### src/common/img_pkg.sv
package img_pkg;

    // ============================================================
    // Sensor and buffer widths
    // ============================================================

    // Raw sensor pixel
    localparam int PIXEL_WIDTH = 12;

    // Frame buffer and readout word
    localparam int WORD_WIDTH = 16;

    // ============================================================
    // Highlight and shadow statistics
    // ============================================================

    // Pixel high bits that decide highlight or shadow
    localparam int STAT_BITS = 7;

    // Per-frame stat counters
    localparam int STAT_COUNT_WIDTH = 18;

    // Grid phase counters, one sample per 4x4 block
    localparam int GRID_BITS = 2;

    // Top bits saturated high
    localparam logic [STAT_BITS-1:0] HIGHLIGHT_CODE = {STAT_BITS{1'b1}};
    // Top bits all low
    localparam logic [STAT_BITS-1:0] SHADOW_CODE = {STAT_BITS{1'b0}};

    // ============================================================
    // Capture FSM
    // ============================================================

    typedef enum logic [2:0] {
        IDLE,
        WAIT_INVALID,
        WAIT_START,
        HEADER,
        PIXELS
    } cap_state_t;

endpackage
### src/common/pix_if.sv
`timescale 1ns/1ps

// Decoded sensor stream, decoder to capture and stats
interface pix_if
    import img_pkg::*;
();
    // Registered frame valid level
    logic                   frame_valid;
    // Single-cycle edges of frame_valid
    logic                   frame_start;
    logic                   frame_end;
    // Line valid inside a valid frame
    logic                   pixel_valid;
    logic [PIXEL_WIDTH-1:0] pixel_data;
    // Pixel sits on the stats grid
    logic                   stat_sample;

    modport source (output frame_valid, frame_start, frame_end, pixel_valid,
                    pixel_data, stat_sample);

    modport capture (input frame_valid, frame_start, frame_end, pixel_valid, pixel_data);

    modport stats (input pixel_data, stat_sample);

endinterface

### src/capture/pixel_stats.sv
`timescale 1ns/1ps

module pixel_stats
    import img_pkg::*;
(
    input  logic                        clk,
    input  logic                        fifoIn_rst,
    pix_if.stats                        pix,
    input  logic                        pixel_write,
    input  logic                        clear_stats,
    output logic [STAT_COUNT_WIDTH-1:0] highlight_count,
    output logic [STAT_COUNT_WIDTH-1:0] shadow_count
);
    // Stage one, stored grid pixel and its top bits
    logic                 sample_q;
    logic [STAT_BITS-1:0] top_q;

    always_ff @(posedge clk) begin
        if (!fifoIn_rst) sample_q <= 1'b0;
        else             sample_q <= pixel_write && pix.stat_sample;
    end

    always_ff @(posedge clk) begin
        top_q <= pix.pixel_data[PIXEL_WIDTH-1 -: STAT_BITS];
    end

    // Stage two, classify and count
    always_ff @(posedge clk) begin
        if (!fifoIn_rst || clear_stats) begin
            highlight_count <= '0;
            shadow_count    <= '0;
        end else if (sample_q) begin
            // Mid-tones count nowhere
            if (top_q == HIGHLIGHT_CODE)   highlight_count <= highlight_count + 1'b1;
            else if (top_q == SHADOW_CODE) shadow_count <= shadow_count + 1'b1;
        end
    end

endmodule

### src/flat_wrapper.sv
// flat-port wrapper written by rule: the top's interface ports become plain ports
module pixel_stats_flat import img_pkg::*;
  (clk, fifoIn_rst, pixel_write, clear_stats, highlight_count, shadow_count, pix_pixel_data, pix_stat_sample);
  pix_if pix_i ();
  input  logic clk;
  input  logic fifoIn_rst;
  input  logic pixel_write;
  input  logic clear_stats;
  output logic [STAT_COUNT_WIDTH-1:0] highlight_count;
  output logic [STAT_COUNT_WIDTH-1:0] shadow_count;
  input wire logic [$bits(pix_i.pixel_data)-1:0] pix_pixel_data;
  input wire logic [$bits(pix_i.stat_sample)-1:0] pix_stat_sample;
  assign pix_i.pixel_data = pix_pixel_data;
  assign pix_i.stat_sample = pix_stat_sample;
  pixel_stats u_core (.clk(clk), .fifoIn_rst(fifoIn_rst), .pix(pix_i), .pixel_write(pixel_write), .clear_stats(clear_stats), .highlight_count(highlight_count), .shadow_count(shadow_count));
endmodule
### config.mk
export PLATFORM = sky130hd
export DESIGN_NAME = pixel_stats_flat
export DESIGN_NICKNAME = d
export VERILOG_FILES = /design/src/common/img_pkg.sv /design/src/common/pix_if.sv /design/src/capture/pixel_stats.sv /design/src/flat_wrapper.sv
export SDC_FILE = /design/constraint.sdc
export NUM_CORES = 1
export LEC_CHECK = 0
export BUFFER_PORTS_ARGS = -buffer_cell sky130_fd_sc_hd__buf_2
export CORE_AREA = 2 2 70 106
export CTS_CLUSTER_DIAMETER = 50
export DETAILED_ROUTE_END_ITERATION = 10
export DIE_AREA = 0 0 72 108
export PLACE_DENSITY = 0.51
export SYNTH_ARGS = -nofsm -noshare
export SYNTH_HDL_FRONTEND = slang
export SYNTH_SLANG_ARGS = --single-unit
### constraint.sdc
create_clock -name clk -period 2.3 [get_ports clk]
set_input_delay 0.46 -clock clk [delete_from_list [all_inputs] [get_ports clk]]
set_output_delay 0.46 -clock clk [all_outputs]
set_load 0.01 [all_outputs]
==> results.sh <==
export IMPL_vdd_drop_max_v=0.000315
export IMPL_finalSetupViolCount=0
export IMPL_initial_core_util_pct=28.5
export IMPL_cts_tree="built"
export IMPL_clk_latency_ps=290
export IMPL_vias=1819
export IMPL_yosysSeqAreaShare_pct=45.4
export IMPL_drc=0
export IMPL_clock_path_buffers=2
export IMPL_rsz0062_at_grt="no"
export IMPL_synth_warnings=0
export IMPL_synth_edf_count=0
export IMPL_fin_util_pct=35.3
export IMPL_layout_drive_gt1_share_pct=23.4
export IMPL_power_switching_uw=287
export IMPL_slew_headroom_pct=74.1
export IMPL_root_buffer="clkbuf_8"
export IMPL_p_int_mw=1.10
export IMPL_drtIter0Drc=46
export IMPL_min_period_over_period_pct=84.6
export IMPL_die_w_um=72
export IMPL_diodes=0
export IMPL_cts_made_buffers=5
export IMPL_syn_to_final_growth_pct=23.8
export IMPL_grt_usage_pct=12.7
export IMPL_worstPathArrival_ps=2170
export IMPL_ios=53
export IMPL_synth_area_um2=1940
export IMPL_cp_end_kind="register"
export IMPL_synth_most_common_cell="dfxtp_1"
export IMPL_synth_largest_area_cell="dfxtp_1"
export IMPL_placed_area_um2=2290
export IMPL_drv_cap=0
export IMPL_critPathLaunchType="register"
export IMPL_cts_setup_buffers=0
export IMPL_nNetsFinal=292
export IMPL_p_per_area_nw_per_um2=579
export IMPL_final_antenna_net_count=0
export IMPL_place_congestion=0.774
export IMPL_synth_seq_cells=44
export IMPL_clock_skew_ps=7.54
export IMPL_crit_required_ps=2530
export IMPL_synth_cells=219
export IMPL_critPathKind="reg2reg"
export IMPL_synth_top_area_share_pct=45.4
export IMPL_drt_wl_total_um=4570
export IMPL_cts_max_level=2
export IMPL_vias_per_cell=5.17
export IMPL_cellLeakagePower_nw=0.857
export IMPL_dieArea_um2=7780
export IMPL_grt_start_max_net_pins=34
export IMPL_netlist_top_cells_count="dfxtp_1 (44), a21oi_1 (22), nand2_1 (17)"
export IMPL_tightest_slew_ps=388
export IMPL_period_minus_slack_ps=1950
export IMPL_power_frac_clock_pct=42.0
export IMPL_syn_nets=238
export IMPL_die_h_um=108
export IMPL_rows=37
export IMPL_setup_tns_ps=0
export IMPL_seq_power_share_pct=55.8
export IMPL_postLayoutCellArea_um2=2400
export IMPL_grt_pass1_wl_um=7890
export IMPL_overflow=0
export IMPL_grt_pass1_vias=1736
export IMPL_timing_fmax_ghz=0.514
export IMPL_final_hold_viol_count=0
export IMPL_yosys_top_cells_area="dfxtp_1 (45%), a21oi_1 (5.7%), or3_1 (4.2%), and4_1 (4.1%), nand4_1 (3.5%)"
export IMPL_pwr_share_comb_pct=2.2
export IMPL_cts_resized=0
export IMPL_drtPass1Iterations=4
export IMPL_drv_slew=0
export IMPL_hold_path_class="in2reg"
export IMPL_numClockSinks=44
export IMPL_clkSlewWorstSetupHoldPaths_ps=80
export IMPL_portBuffers=47
export IMPL_wl_per_cell_um=13.0
export IMPL_status="completed"
export IMPL_antenna_found_initial=0
export IMPL_ys_types=29
export IMPL_crit_fanout=10
export IMPL_hold_buffers=0
export IMPL_ys_async_sr_fraction_pct=0
export IMPL_avgSynthCellArea_um2=8.86
export IMPL_synthFlopType="dfxtp_1"
export IMPL_place_hpwl_um=3280
export IMPL_swShare_pct=20.6
export IMPL_fp_coreArea_um2=6810
## power by group through the flow
stage	combinational (mW)	sequential (mW)	clock (mW)
global route	0.0344	0.777	0.640
finish	0.0302	0.776	0.584
floorplan	0.0157	0.792	0
global placement	0.0307	0.793	0
detailed placement	0.0313	0.794	0
CTS	0.0312	0.776	0.611
## stage by stage
stage	hold slack [ps]	power, mW	worst slack [ps]	instances
6_report	264	1.39	353	352
5_1_grt	242	1.45	229	352
4_1_cts	250	1.42	360	352
3_5_place_dp	462	0.825	387	344
3_3_place_gp	456	0.824	405	344
2_1_floorplan	486	0.808	508	219
## cell usage in the layout (no fill, tap or decap), drive strengths merged, types with 2 or more instances in the layout
cell / instances
mux2i: 3
buf: 53
a21oi: 22
and3: 2
ha: 2
xnor2: 7
inv: 4
nand2b: 4
nor2: 12
or4: 9
and2: 3
and4: 9
o21ai: 13
nand3: 13
clkbuf: 6
xor2: 4
nand2: 17
dfxtp: 44
o31ai: 8
nand4: 11
or3: 14
nor4: 8
## cells by family (layout without fill, tap and decap cells)
| logic type | after synthesis | in the layout | synth area share, % |
|---|---|---|---|
| adders and majority gates | 2 | 2 | 1.29 |
| AOI/OAI and AO/OA | 43 | 43 | 12.1 |
| buffers and inverters | 10 | 65 | 2.00 |
| xor gates and xnor gates | 11 | 11 | 4.96 |
| and+or+nand+nor | 106 | 106 | 32.7 |
| muxes | 3 | 3 | 1.55 |
| DFF | 44 | 44 | 45.4 |
## sequential cells by signal, summed over array words and instances (netlist names)
register,cells
u_core.top_q,7
u_core.highlight_count,18
u_core.sample_q,1
u_core.shadow_count,18
## path summary, 6_finish.rpt
kind / startpoint / end / slack, ps / cells after the start
setup / recovery: u_core.top_q[2] / u_core.highlight_count[13] / 350 / 4
setup reg to reg: u_core.top_q[2] / u_core.highlight_count[13] / 350 / 4
hold / removal: pix_pixel_data[6] / u_core.top_q[1] / 260 / 1
hold reg to reg: u_core.highlight_count[17] / u_core.highlight_count[17] / 470 / 2
## layer usage
| metal | share of wire, % | track usage, % | routed length [µm] | up-vias |
|---|---|---|---|---|
| met2 | 52 | 21.9 | 2370 | 49 |
| met5 | 0 | 0 | 0 | - |
| met3 | 5.4 | 3.63 | 248 | 5 |
| li1 | - | - | - | 927 |
| met4 | 1.3 | 5.53 | 61 | 0 |
| met1 | 41 | 14.4 | 1890 | 838 |
## layout make-up
class / count / area [µm²]
multi-input cells: 165 / 1020
repair buffers: 53 / 280
well taps: 78 / 97.6
clock inverters: 2 / 35.0
flip-flops and latches: 44 / 881
inverters: 4 / 15.0
clock buffers: 6 / 72.6
fillers: 707 / 4400
## critical path, stage by stage, from the launching register on
cell and delay, ps:
dfxtp_1 380, nand4_1 250, or3_1 580, or4_1 520, a21oi_1 150
(Power assumes the default switching activity.)
