--- config.mk ---
export PLATFORM = sky130hd
export DESIGN_NAME = frame_decoder_flat
export DESIGN_NICKNAME = d
export VERILOG_FILES = /design/src/common/img_pkg.sv /design/src/common/pix_if.sv /design/src/frame_decoder.sv /design/src/flat_wrapper.sv
export SDC_FILE = /design/constraint.sdc
export NUM_CORES = 1
export LEC_CHECK = 0
export BUFFER_PORTS_ARGS = -buffer_cell sky130_fd_sc_hd__buf_4
export CORE_MARGIN = 5
export CORE_UTILIZATION = 39
export DETAILED_ROUTE_END_ITERATION = 12
export GPL_ROUTABILITY_DRIVEN = 0
export PLACE_DENSITY = 0.76
export SLEW_MARGIN = 20
export SYNTH_ARGS = -nofsm -noshare
export SYNTH_HDL_FRONTEND = slang
export SYNTH_SLANG_ARGS = --single-unit
--- constraint.sdc ---
create_clock -name clk -period 1.25 [get_ports clk]
set_input_delay 0.1875 -clock clk [delete_from_list [all_inputs] [get_ports clk]]
set_output_delay 0.1875 -clock clk [all_outputs]
set_load 0.005 [all_outputs]
--- src/common/img_pkg.sv ---
package img_pkg;

    // ============================================================
    // Sensor and buffer widths
    // ============================================================

    // Raw sensor pixel
    localparam int PIXEL_WIDTH = 12;

    // Frame buffer and readout word
    localparam int WORD_WIDTH = 16;

    // ============================================================
    // Highlight and shadow statistics
    // ============================================================

    // Pixel high bits that decide highlight or shadow
    localparam int STAT_BITS = 7;

    // Per-frame stat counters
    localparam int STAT_COUNT_WIDTH = 18;

    // Grid phase counters, one sample per 4x4 block
    localparam int GRID_BITS = 2;

    // Top bits saturated high
    localparam logic [STAT_BITS-1:0] HIGHLIGHT_CODE = {STAT_BITS{1'b1}};
    // Top bits all low
    localparam logic [STAT_BITS-1:0] SHADOW_CODE = {STAT_BITS{1'b0}};

    // ============================================================
    // Capture FSM
    // ============================================================

    typedef enum logic [2:0] {
        IDLE,
        WAIT_INVALID,
        WAIT_START,
        HEADER,
        PIXELS
    } cap_state_t;

endpackage
--- src/common/pix_if.sv ---
`timescale 1ns/1ps

// Decoded sensor stream, decoder to capture and stats
interface pix_if
    import img_pkg::*;
();
    // Registered frame valid level
    logic                   frame_valid;
    // Single-cycle edges of frame_valid
    logic                   frame_start;
    logic                   frame_end;
    // Line valid inside a valid frame
    logic                   pixel_valid;
    logic [PIXEL_WIDTH-1:0] pixel_data;
    // Pixel sits on the stats grid
    logic                   stat_sample;

    modport source (output frame_valid, frame_start, frame_end, pixel_valid,
                    pixel_data, stat_sample);

    modport capture (input frame_valid, frame_start, frame_end, pixel_valid, pixel_data);

    modport stats (input pixel_data, stat_sample);

endinterface

--- src/frame_decoder.sv ---
`timescale 1ns/1ps

module frame_decoder
    import img_pkg::*;
(
    input  logic                   clk,
    input  logic                   fifoIn_rst,
    input  logic [PIXEL_WIDTH-1:0] img_d,
    input  logic                   img_fv,
    input  logic                   img_lv,
    pix_if.source                  pix
);

    // ============================================================
    // Sensor input register stage
    // ============================================================

    logic [PIXEL_WIDTH-1:0] d_q;
    logic                   fv_q;
    logic                   lv_q;
    // Levels one cycle back, for edge detect
    logic                   fv_prev;
    logic                   lv_prev;
    logic                   pixel_valid;
    logic                   line_end;
    // Pixel index in line and line index in frame, both mod 4
    logic [GRID_BITS-1:0]   x_phase;
    logic [GRID_BITS-1:0]   y_phase;

    // Pixel payload
    always_ff @(posedge clk) begin
        d_q <= img_d;
    end

    always_ff @(posedge clk) begin
        if (!fifoIn_rst) begin
            fv_q    <= 1'b0;
            lv_q    <= 1'b0;
            fv_prev <= 1'b0;
            lv_prev <= 1'b0;
        end else begin
            fv_q    <= img_fv;
            lv_q    <= img_lv;
            fv_prev <= fv_q;
            lv_prev <= lv_q;
        end
    end

    // Line valid only counts inside a frame
    assign pixel_valid = fv_q && lv_q;
    // Falling line valid
    assign line_end    = lv_prev && !lv_q;

    // ============================================================
    // Stats grid phase
    // ============================================================

    always_ff @(posedge clk) begin
        if (!fifoIn_rst) begin
            x_phase <= '0;
            y_phase <= '0;
        end else begin
            // Restart at every line
            if (pixel_valid) x_phase <= x_phase + GRID_BITS'(1);
            else             x_phase <= '0;
            // Held at zero between frames
            if (!fv_q)         y_phase <= '0;
            else if (line_end) y_phase <= y_phase + GRID_BITS'(1);
        end
    end

    // Stream outputs, one cycle behind the pins
    assign pix.frame_valid = fv_q;
    assign pix.frame_start = fv_q && !fv_prev;
    assign pix.frame_end   = !fv_q && fv_prev;
    assign pix.pixel_valid = pixel_valid;
    assign pix.pixel_data  = d_q;
    assign pix.stat_sample = pixel_valid && (x_phase == '0) && (y_phase == '0);

endmodule

--- src/flat_wrapper.sv ---
// flat-port wrapper written by rule: the top's interface ports become plain ports
module frame_decoder_flat import img_pkg::*;
  (clk, fifoIn_rst, img_d, img_fv, img_lv, pix_frame_valid, pix_frame_start, pix_frame_end, pix_pixel_valid, pix_pixel_data, pix_stat_sample);
  pix_if pix_i ();
  input  logic clk;
  input  logic fifoIn_rst;
  input  logic [PIXEL_WIDTH-1:0] img_d;
  input  logic img_fv;
  input  logic img_lv;
  output wire logic [$bits(pix_i.frame_valid)-1:0] pix_frame_valid;
  output wire logic [$bits(pix_i.frame_start)-1:0] pix_frame_start;
  output wire logic [$bits(pix_i.frame_end)-1:0] pix_frame_end;
  output wire logic [$bits(pix_i.pixel_valid)-1:0] pix_pixel_valid;
  output wire logic [$bits(pix_i.pixel_data)-1:0] pix_pixel_data;
  output wire logic [$bits(pix_i.stat_sample)-1:0] pix_stat_sample;
  assign pix_frame_valid = pix_i.frame_valid;
  assign pix_frame_start = pix_i.frame_start;
  assign pix_frame_end = pix_i.frame_end;
  assign pix_pixel_valid = pix_i.pixel_valid;
  assign pix_pixel_data = pix_i.pixel_data;
  assign pix_stat_sample = pix_i.stat_sample;
  frame_decoder u_core (.clk(clk), .fifoIn_rst(fifoIn_rst), .img_d(img_d), .img_fv(img_fv), .img_lv(img_lv), .pix(pix_i));
endmodule
==> results.toml <==
[outcome]
status = "finished with violations"
violations = "setup timing"

[floorplanning]
die_w_um = 47.5
die_h_um = 47.5
ios = 33
die_area_sq_um = 2260
fp.coreArea_sq_um = 1320
start_util = 0.417
rows = 13

[setup_path]
arrival_ps = 1080
required_ps = 1060
path_max_fanout = 2
r2r-start = "u_core.lv_q"
rrSetupSlack_ps = 320
cp_top_family = "flip-flops"
crit_type = "reg2out"
path_cells = "inv_2 > ha_4 > and3_4 > buf_6"
crit_start = "u_core.x_phase[0]"
cp_num_buf_inv = 2
crit_path_end = "pix_stat_sample"
worstSetupEndpointType = "output pin"
ff2ff_path_depth = 4
r2r_end = "u_core.y_phase[1]"
cpPeakStageDelay_ps = 340
cp-start-kind = "flip-flop"
cp.depth = 4
slowest_stage = "dfxtp_2"

[timing]
min_period_ps = 1270
final.setup.worst_slack_ps = -15.1
finClkSkew_ps = 3.14
worst_hold_slack_ps = 104
report.final.slew_viol_count = 0
slew_headroom = 0.921
setup_viol = 1
fin_crit_sh = 1.01
final-hold-violation-count = 0
rsz0062_at_grt = "true"
fmax_mhz = 790
worst_pin_slew_ps = 115

[place]
place_inst = 89
place.detailed.hpwl_um = 829
port_buffers = 32

[clock_network]
cts_tree = "yes"
clk_latency_ps = 290
cts_made_buffers = 3
ctsLongestPathBuffers = 2
cts.htree.levels = 1
cts_sinks = 20
cts.clk_slew.worst_paths_ps = 110
clockRootBuffer = "clkbuf_4"

[finish]
diodes = 0
fin_nets = 110
stdcell_count = 106
final_cell_mix = "32 x buf_4, 14 x dfxtp_1, 12 x dlygate4sd3_1"
synthToLayoutAreaGrowth_pct = 84.5
nFillCells = 71
layout_commonest_cell = "buf_4"
drive_above_1_share = 0.593

[detailed_routing]
wire_per_inst_um = 15.0
wl_mm = 1.60
ant_nets = 0
num_vias = 463
drt_iter0_drc = 4
dr.pass1.iters = 3
drc = 0
viasPerCell = 4.37

[logic_synthesis]
syn_area_sq_um = 549
synth.distinct_cells = 14
synth_seq_cells = 20
synth_fp_nets = 60
yosysWarnings = 0
synth_cells = 42
syn_area_per_cell_sq_um = 13.1
ys_seq_area_frac = 0.729

[power]
p_per_area_nw_per_um2 = 1170
p_leak_nw = 0.474
worst_ir_drop_vdd_uv = 1330

[global_routing]
grt_max_degree = 12
grt_first_pass_wirelength_mm = 2.07
gr-usage-all-layers = 0.141
first_global_vias = 482
grt_antenna_before_repair = 0
grt_overflow = 0

[run]
maxCapViolCount = 0

[hold_path]
hold_class = "in2reg"
per-stage QoR:
step	TNS (ps)	setup slack, ps	instance area [sq um]	util	total power [mW]
floorplan	0	344	549	-	0.707
global route	-61.3	-61.3	1010	0.769	1.24
CTS	-31.9	-31.9	973	0.739	1.16
finish	-15.1	-15.1	1010	0.769	1.18
detailed placement	0	256	808	0.613	0.787
global placement	0	269	808	0.613	0.784
routing by layer:
layer | up-vias | global-route usage | share of wire
met5 | - | 0 | 0
met4 | 0 | 0.0484 | 0.0088
met3 | 2 | 0.132 | 0.15
met2 | 25 | 0.203 | 0.44
met1 | 210 | 0.145 | 0.40
li1 | 226 | - | -
report_power, final:
part	internal (mW)	total, mW	leakage (nW)	switching (mW)
combinational	0.0977	0.139	0.284	0.0413
clock	0.177	0.365	0.0210	0.188
sequential	0.665	0.678	0.169	0.0127
registers in the layout, summed over array words and instances (netlist names):
register and count:
u_core.fv_prev 1, u_core.lv_prev 1, u_core.lv_q 1, u_core.pix.frame_valid 1, u_core.pix.pixel_data 12, u_core.x_phase 2, u_core.y_phase 2
layout make-up:
cell class	count	area [sq um]	area share
Sequential cell	20	408	0.402
Timing Repair Buffer	45	372	0.367
Tap cell	15	18.8	0.0185
Inverter	5	18.8	0.0185
Multi-Input combinational cell	17	160	0.158
Clock buffer	4	36.3	0.0358
how the worst min path moves through the flow:
stage / endpoint / depth (start not counted) / from / slack [ps]
3_3_place_gp: u_core.pix.pixel_data[1] / 1 / img_d[1] / 290
3_5_place_dp: u_core.pix.pixel_data[2] / 1 / img_d[2] / 290
2_1_floorplan: u_core.pix.pixel_data[0] / 0 / img_d[0] / 220
6_report: u_core.lv_q / 2 / img_lv / 100
4_1_cts: u_core.pix.pixel_data[7] / 1 / img_d[7] / 0.003
5_1_grt: u_core.lv_q / 2 / img_lv / 90
Yosys cell counts:
master,number,share of area
dfxtp_1,20,0.73
inv_1,5,0.034
and2_1,2,0.023
and3_1,2,0.023
ha_1,2,0.046
nor2_1,2,0.014
nor2b_1,2,0.023
and2_2,1,0.014
and2_4,1,0.016
and3_2,1,0.014
mux2i_1,1,0.018
nand2_1,1,0.0068
nor2b_4,1,0.025
xnor2_1,1,0.016
worst reg2reg max path: cells and delay by family, from the launching register on:
kind | cells | cell delay, ps
buffers and inverters | 1 | 140
flip-flops | 1 | 330
multiplexers | 1 | 180
AND/OR/NAND/NOR | 2 | 170
logic make-up after synthesis:
logic type	Yosys count	synth area share
xor gates and xnor gates	1	0.0159
adders and majority gates	2	0.0456
buffers and inverters	5	0.0342
DFF	20	0.729
muxes	1	0.0182
and+or+nand+nor	13	0.157
timing repair:
| action | in CTS | in global routing |
|---|---|---|
| pin swaps | 2 | 1 |
| setup endpoints to repair | 1 | 1 |
| setup buffers | 1 | 0 |
| hold buffers | 11 | 1 |
| gates resized for setup | 10 | 6 |
| hold endpoints to repair | 11 | 1 |
| gates cloned | 0 | 0 |
(Power assumes the default switching activity.)
