## src/common/img_pkg.sv

```systemverilog
package img_pkg;

    // ============================================================
    // Sensor and buffer widths
    // ============================================================

    // Raw sensor pixel
    localparam int PIXEL_WIDTH = 12;

    // Frame buffer and readout word
    localparam int WORD_WIDTH = 16;

    // ============================================================
    // Highlight and shadow statistics
    // ============================================================

    // Pixel high bits that decide highlight or shadow
    localparam int STAT_BITS = 7;

    // Per-frame stat counters
    localparam int STAT_COUNT_WIDTH = 18;

    // Grid phase counters, one sample per 4x4 block
    localparam int GRID_BITS = 2;

    // Top bits saturated high
    localparam logic [STAT_BITS-1:0] HIGHLIGHT_CODE = {STAT_BITS{1'b1}};
    // Top bits all low
    localparam logic [STAT_BITS-1:0] SHADOW_CODE = {STAT_BITS{1'b0}};

    // ============================================================
    // Capture FSM
    // ============================================================

    typedef enum logic [2:0] {
        IDLE,
        WAIT_INVALID,
        WAIT_START,
        HEADER,
        PIXELS
    } cap_state_t;

endpackage
```

## src/common/pix_if.sv

```systemverilog
`timescale 1ns/1ps

// Decoded sensor stream, decoder to capture and stats
interface pix_if
    import img_pkg::*;
();
    // Registered frame valid level
    logic                   frame_valid;
    // Single-cycle edges of frame_valid
    logic                   frame_start;
    logic                   frame_end;
    // Line valid inside a valid frame
    logic                   pixel_valid;
    logic [PIXEL_WIDTH-1:0] pixel_data;
    // Pixel sits on the stats grid
    logic                   stat_sample;

    modport source (output frame_valid, frame_start, frame_end, pixel_valid,
                    pixel_data, stat_sample);

    modport capture (input frame_valid, frame_start, frame_end, pixel_valid, pixel_data);

    modport stats (input pixel_data, stat_sample);

endinterface

```

## src/capture/capture_ctrl.sv

```systemverilog
`timescale 1ns/1ps

module capture_ctrl
    import img_pkg::*;
#(
    parameter  int HEADER_WIDTH    = 128,
    parameter  int IMAGE_WORDS_MAX = 4096,
    localparam int COUNT_WIDTH     = $clog2(IMAGE_WORDS_MAX + 1),
    localparam int ADDR_WIDTH      = $clog2(IMAGE_WORDS_MAX)
)(
    input  logic                    clk,
    input  logic                    fifoIn_rst,
    input  logic                    cmd_capture,
    input  logic [HEADER_WIDTH-1:0] cmd_header,
    pix_if.capture                  pix,
    output logic                    buf_we,
    output logic [ADDR_WIDTH-1:0]   buf_addr,
    output logic [WORD_WIDTH-1:0]   buf_wdata,
    output logic                    pixel_write,
    output logic                    clear_stats,
    output logic [COUNT_WIDTH-1:0]  word_count,
    output logic                    capture_done
);
    localparam int HEADER_WORDS = HEADER_WIDTH / WORD_WIDTH;
    localparam logic [COUNT_WIDTH-1:0] WORDS_MAX    = COUNT_WIDTH'(IMAGE_WORDS_MAX);
    localparam logic [COUNT_WIDTH-1:0] HEADER_COUNT = COUNT_WIDTH'(HEADER_WORDS);
    localparam logic [COUNT_WIDTH-1:0] HEADER_LAST  = COUNT_WIDTH'(HEADER_WORDS - 1);

    cap_state_t              state;
    // Latched header, top word goes out first
    logic [HEADER_WIDTH-1:0] header_sh;
    logic [COUNT_WIDTH-1:0]  wr_addr;
    logic                    room;
    logic                    store_pixel;

    // Buffer still has space
    assign room        = wr_addr < WORDS_MAX;
    assign store_pixel = (state == PIXELS) && pix.pixel_valid && room;

    // ============================================================
    // Buffer write port
    // ============================================================

    assign buf_we      = ((state == HEADER) && room) || store_pixel;
    assign buf_addr    = wr_addr[ADDR_WIDTH-1:0];
    // Header word, else the pixel zero-extended
    assign buf_wdata   = (state == HEADER) ? header_sh[HEADER_WIDTH-1 -: WORD_WIDTH]
                                           : {{(WORD_WIDTH-PIXEL_WIDTH){1'b0}}, pix.pixel_data};
    assign pixel_write = store_pixel;

    always_ff @(posedge clk) begin
        if (cmd_capture)          header_sh <= cmd_header;
        else if (state == HEADER) header_sh <= header_sh << WORD_WIDTH;
    end

    // ============================================================
    // Capture FSM
    // ============================================================

    always_ff @(posedge clk) begin
        if (!fifoIn_rst) begin
            state        <= IDLE;
            wr_addr      <= '0;
            word_count   <= '0;
            clear_stats  <= 1'b0;
            capture_done <= 1'b0;
        end else begin
            clear_stats  <= 1'b0;
            capture_done <= 1'b0;

            // Header words are counted up front
            if (clear_stats)      word_count <= HEADER_COUNT;
            else if (store_pixel) word_count <= word_count + 1'b1;

            case (state)
            // Skip the rest of any frame already running
            WAIT_INVALID: begin
                if (!pix.frame_valid) state <= WAIT_START;
            end
            WAIT_START: begin
                if (pix.frame_start) begin
                    wr_addr <= '0;
                    state   <= HEADER;
                end
            end
            // One header word per cycle
            HEADER: begin
                if (room) wr_addr <= wr_addr + 1'b1;
                if (wr_addr == HEADER_LAST || !room) state <= PIXELS;
            end
            PIXELS: begin
                if (store_pixel) wr_addr <= wr_addr + 1'b1;
                if (pix.frame_end) begin
                    capture_done <= 1'b1;
                    state        <= IDLE;
                end
            end
            default: state <= IDLE;
            endcase

            // New command wins, also mid-capture
            if (cmd_capture) begin
                clear_stats <= 1'b1;
                state       <= WAIT_INVALID;
            end
        end
    end

endmodule

```

## src/flat_wrapper.sv

```systemverilog
// flat-port wrapper written by rule: the top's interface ports become plain ports
module capture_ctrl_flat import img_pkg::*;
#(
    parameter  int HEADER_WIDTH    = 128,
    parameter  int IMAGE_WORDS_MAX = 4096,
    localparam int COUNT_WIDTH     = $clog2(IMAGE_WORDS_MAX + 1),
    localparam int ADDR_WIDTH      = $clog2(IMAGE_WORDS_MAX)
)
  (clk, fifoIn_rst, cmd_capture, cmd_header, buf_we, buf_addr, buf_wdata, pixel_write, clear_stats, word_count, capture_done, pix_frame_valid, pix_frame_start, pix_frame_end, pix_pixel_valid, pix_pixel_data);
  pix_if pix_i ();
  input  logic clk;
  input  logic fifoIn_rst;
  input  logic cmd_capture;
  input  logic [HEADER_WIDTH-1:0] cmd_header;
  output logic buf_we;
  output logic [ADDR_WIDTH-1:0] buf_addr;
  output logic [WORD_WIDTH-1:0] buf_wdata;
  output logic pixel_write;
  output logic clear_stats;
  output logic [COUNT_WIDTH-1:0] word_count;
  output logic capture_done;
  input wire logic [$bits(pix_i.frame_valid)-1:0] pix_frame_valid;
  input wire logic [$bits(pix_i.frame_start)-1:0] pix_frame_start;
  input wire logic [$bits(pix_i.frame_end)-1:0] pix_frame_end;
  input wire logic [$bits(pix_i.pixel_valid)-1:0] pix_pixel_valid;
  input wire logic [$bits(pix_i.pixel_data)-1:0] pix_pixel_data;
  assign pix_i.frame_valid = pix_frame_valid;
  assign pix_i.frame_start = pix_frame_start;
  assign pix_i.frame_end = pix_frame_end;
  assign pix_i.pixel_valid = pix_pixel_valid;
  assign pix_i.pixel_data = pix_pixel_data;
  capture_ctrl #(.HEADER_WIDTH(HEADER_WIDTH), .IMAGE_WORDS_MAX(IMAGE_WORDS_MAX)) u_core (.clk(clk), .fifoIn_rst(fifoIn_rst), .cmd_capture(cmd_capture), .cmd_header(cmd_header), .pix(pix_i), .buf_we(buf_we), .buf_addr(buf_addr), .buf_wdata(buf_wdata), .pixel_write(pixel_write), .clear_stats(clear_stats), .word_count(word_count), .capture_done(capture_done));
endmodule
```

## config.mk

```make
export PLATFORM = sky130hd
export DESIGN_NAME = capture_ctrl_flat
export DESIGN_NICKNAME = d
export VERILOG_FILES = /design/src/common/img_pkg.sv /design/src/common/pix_if.sv /design/src/capture/capture_ctrl.sv /design/src/flat_wrapper.sv
export SDC_FILE = /design/constraint.sdc
export NUM_CORES = 1
export LEC_CHECK = 0
export BUFFER_PORTS_ARGS = -buffer_cell sky130_fd_sc_hd__buf_2
export CAP_MARGIN = 5
export CORE_MARGIN = 10
export CORE_UTILIZATION = 50
export DETAILED_ROUTE_END_ITERATION = 16
export PLACE_DENSITY = 0.8
export SLEW_MARGIN = 5
export SYNTH_ARGS = -nofsm -noshare
export SYNTH_HDL_FRONTEND = slang
export SYNTH_SLANG_ARGS = --single-unit
```

## constraint.sdc

```tcl
create_clock -name clk -period 6.4 [get_ports clk]
set_input_delay 1.28 -clock clk [delete_from_list [all_inputs] [get_ports clk]]
set_output_delay 1.28 -clock clk [all_outputs]
set_load 0.03 [all_outputs]
```

==> metrics <==
boundary pin count=about 190; CP arrival=2620 ps; Max Freq=~260 MHz; synth top area cells=edfxtp_1 54%, mux2_2 18%, dfxtp_1 8.8%; area grow syn2layout=22.93%; sequential share of power=around half; critical path, cell by cell=buf_2 > nand2b_1 > or2_1 > o21ai_0 > buf_2; Clock Power Share=42.1%; Antenna Nets Post-Route=0; GR Overflow Total=0; minimum clock period=3902 ps; fin crit share=~61%; Iter 0 DRT Violations=216; pwr/cell area=roughly 280 nW/um^2; Leakage=roughly 3.5 nW; total track usage=15.92%; Final nets=824; post-synth top area share=between 50% and 60%; WS Path Type=in -> out; Hold Path Class=reg -> reg; CTS H-Tree Depth=4; part of the power in combinational logic=8.2%; first-pass GRT wire length=24.83 mm; sw frac=20.58%; synthesized flop and latch total=159; Final setup viols=0; Max-cap violations=0; cell accounting for the most synthesized area=edfxtp_1; initial core utilization=50.98%; CTS tree=yes; Hold Slack=a little over 500 ps; status=completed; Buffers on Ports=191; post-synthesis sequential area ratio=63.08%; post-synthesis cell area=7077 um^2; Syn Nets=648; met2 Use GR=25.06%; Worst-path clk slew=60 ps; DP HPWL=11.19 mm; syn_area_per_cell=14.18 um^2; Die Y-Extent=139.0 um; number of enable flip-flop cells after synthesis=128; drt drc=0; P_int=between 1.5 and 2 mW; Post-CTS Setup Bufs=0; GRT busiest layer=met2; commonest non-fill, non-tap cell in the layout=buf_2; Synth Instances=~500; Worst setup SP type=input pin; Core Area=~14000 um^2; most frequent cells in the layout=190 x buf_2, 128 x edfxtp_1, 112 x mux2_2; warnings from Yosys=0; Slew @ Worst Pin=1113 ps; Worst Clk Skew=7.544 ps; Setup TNS=0 ps; vias in the first global route=slightly below 5000; cts bufs inserted=17; ys async rst share=0%; crit path capture type=primary output; Crit path top cell by count=buf_2; post-CTS sizing=0; CTS sink count=159; Pre-antenna DRT Iters=4; Crit-path slowest cell=or2_1; Clock Latency Late Sink=420 ps; Via Count=4497; Root Buffer=clkbuf_16; hold violation total from the final report=0; critical path peak fanout=15; Final Instance Count excl. Fillers=about 870; Slew headroom=25.29%; count of different cell masters after synthesis=45; Placer Congestion=0.8291; Hold Buf Count CTS=0; slowest stage delay, CP=between 500 and 600 ps; CP required=~5000 ps; net switching power figure=roughly 0.5 mW; DIE WIDTH=139.0 um; layout cell share with drive strength beyond 1=50.00%; Post-synth top flop=edfxtp_1; # rows=43; initial antenna violation count=6; largest net degree at the start of global routing=81; drt total wl=15.50 mm; RSZ-0062 raised after global routing=false; placed cell count=roughly 840; drt wl/cell=17.77 um; peak supply drop=0.1721 mV; worst-case clock buffer depth=2; die area=about 19000 um^2; GR Util met1=17.93%; Final Max Slew Viols=0; DR vias/cell=5.157; met3 Usage GRT=~8%
[final timing paths]
| check | startpoint | end | slack (ps) | cells past startpoint |
|---|---|---|---|---|
| max | pix_pixel_valid | buf_we | 2500 | 5 |
| min | u_core.word_count[1]$_SDFFE_PP0P_ | u_core.word_count[1]$_SDFFE_PP0P_ | 500 | 2 |
| max reg2reg | u_core.state[0]$_SDFFE_PN0P_ | u_core.header_sh[93]$_DFFE_PP_ | 3610 | 3 |
| min reg2reg | u_core.word_count[1]$_SDFFE_PP0P_ | u_core.word_count[1]$_SDFFE_PP0P_ | 500 | 2 |
[layer usage]
| metal | part of all wire, % | vias up |
|---|---|---|
| li1 | - | 2172 |
| met1 | 41 | 2114 |
| met2 | 48 | 176 |
| met3 | 8.5 | 31 |
| met4 | 2.7 | 4 |
| met5 | 0.14 | - |
[flip-flops by register name, indices dropped and copies added, names as in the netlist]
signal	cells
u_core.header_sh	128
u_core.word_count	13
u_core.wr_addr	13
u_core.state	3
u_core.capture_done	1
u_core.clear_stats	1
[cells in the mapped netlist (all sizes together) (2+ instances only)]
cell type	count
edfxtp	128
mux2	112
nand2	51
dfxtp	31
nor2	27
clkbuf	20
and2	18
buf	17
xnor2	12
xor2	9
a211oi	8
and3	6
nand3	6
a21oi	5
inv	5
nand2b	5
nand4	4
nor2b	4
nor4	4
and4	2
ha	2
nor3	2
nor3b	2
nor4bb	2
o21a	2
o21ai	2
[critical path: cells and delay by family]
kind / cells / cell delay [ps]
compound gates: 1 / 290
buf+inv: 2 / 350
simple gates: 2 / 700
[cells by family (layout without fill, tap and decap cells)]
group | Yosys count | in the layout | share of synthesized area, %
buffers and inverters | 42 | 231 | 3.147
AOI/OAI and AO/OA | 25 | 25 | 3.129
other | 0 | 4 | 0
adders and majority gates | 2 | 2 | 0.3536
muxes | 113 | 113 | 17.96
and+or+nand+nor | 137 | 137 | 9.724
DFF | 159 | 159 | 63.08
xor gates and xnor gates | 21 | 21 | 2.599
[stage by stage]
step                instance area (um^2)  worst slack (ps)  utilization, %  total power, mW
finish                              8700              2498           62.67            2.459
global route                        8697              2430           62.66            2.552
CTS                                 8690              2524           62.60            2.477
detailed placement                  8087              2555           58.26            1.447
global placement                    8087              2637           58.26            1.435
floorplan                           7077              1073               -            1.372
[layout make-up]
class	count	area, um^2
Clock buffer	19	432.9
Sequential cell	159	4464
Timing Repair Buffer	194	980.9
Fill cell	1090	5181
Antenna cell	4	10.01
Tap cell	180	225.2
Multi-Input combinational cell	298	2397
Clock inverter	13	170.2
Inverter	5	18.77
[power by group through the flow]
| stage | sequential [mW] | clock (mW) | combinational [mW] |
|---|---|---|---|
| 5_1_grt | 1.23 | 1.10 | 0.222 |
| 3_3_place_gp | 1.24 | 0 | 0.194 |
| 4_1_cts | 1.22 | 1.05 | 0.204 |
| 2_1_floorplan | 1.24 | 0 | 0.130 |
| 6_report | 1.22 | 1.03 | 0.201 |
| 3_5_place_dp | 1.25 | 0 | 0.201 |
Note: power is estimated with default switching activity, not from simulation.
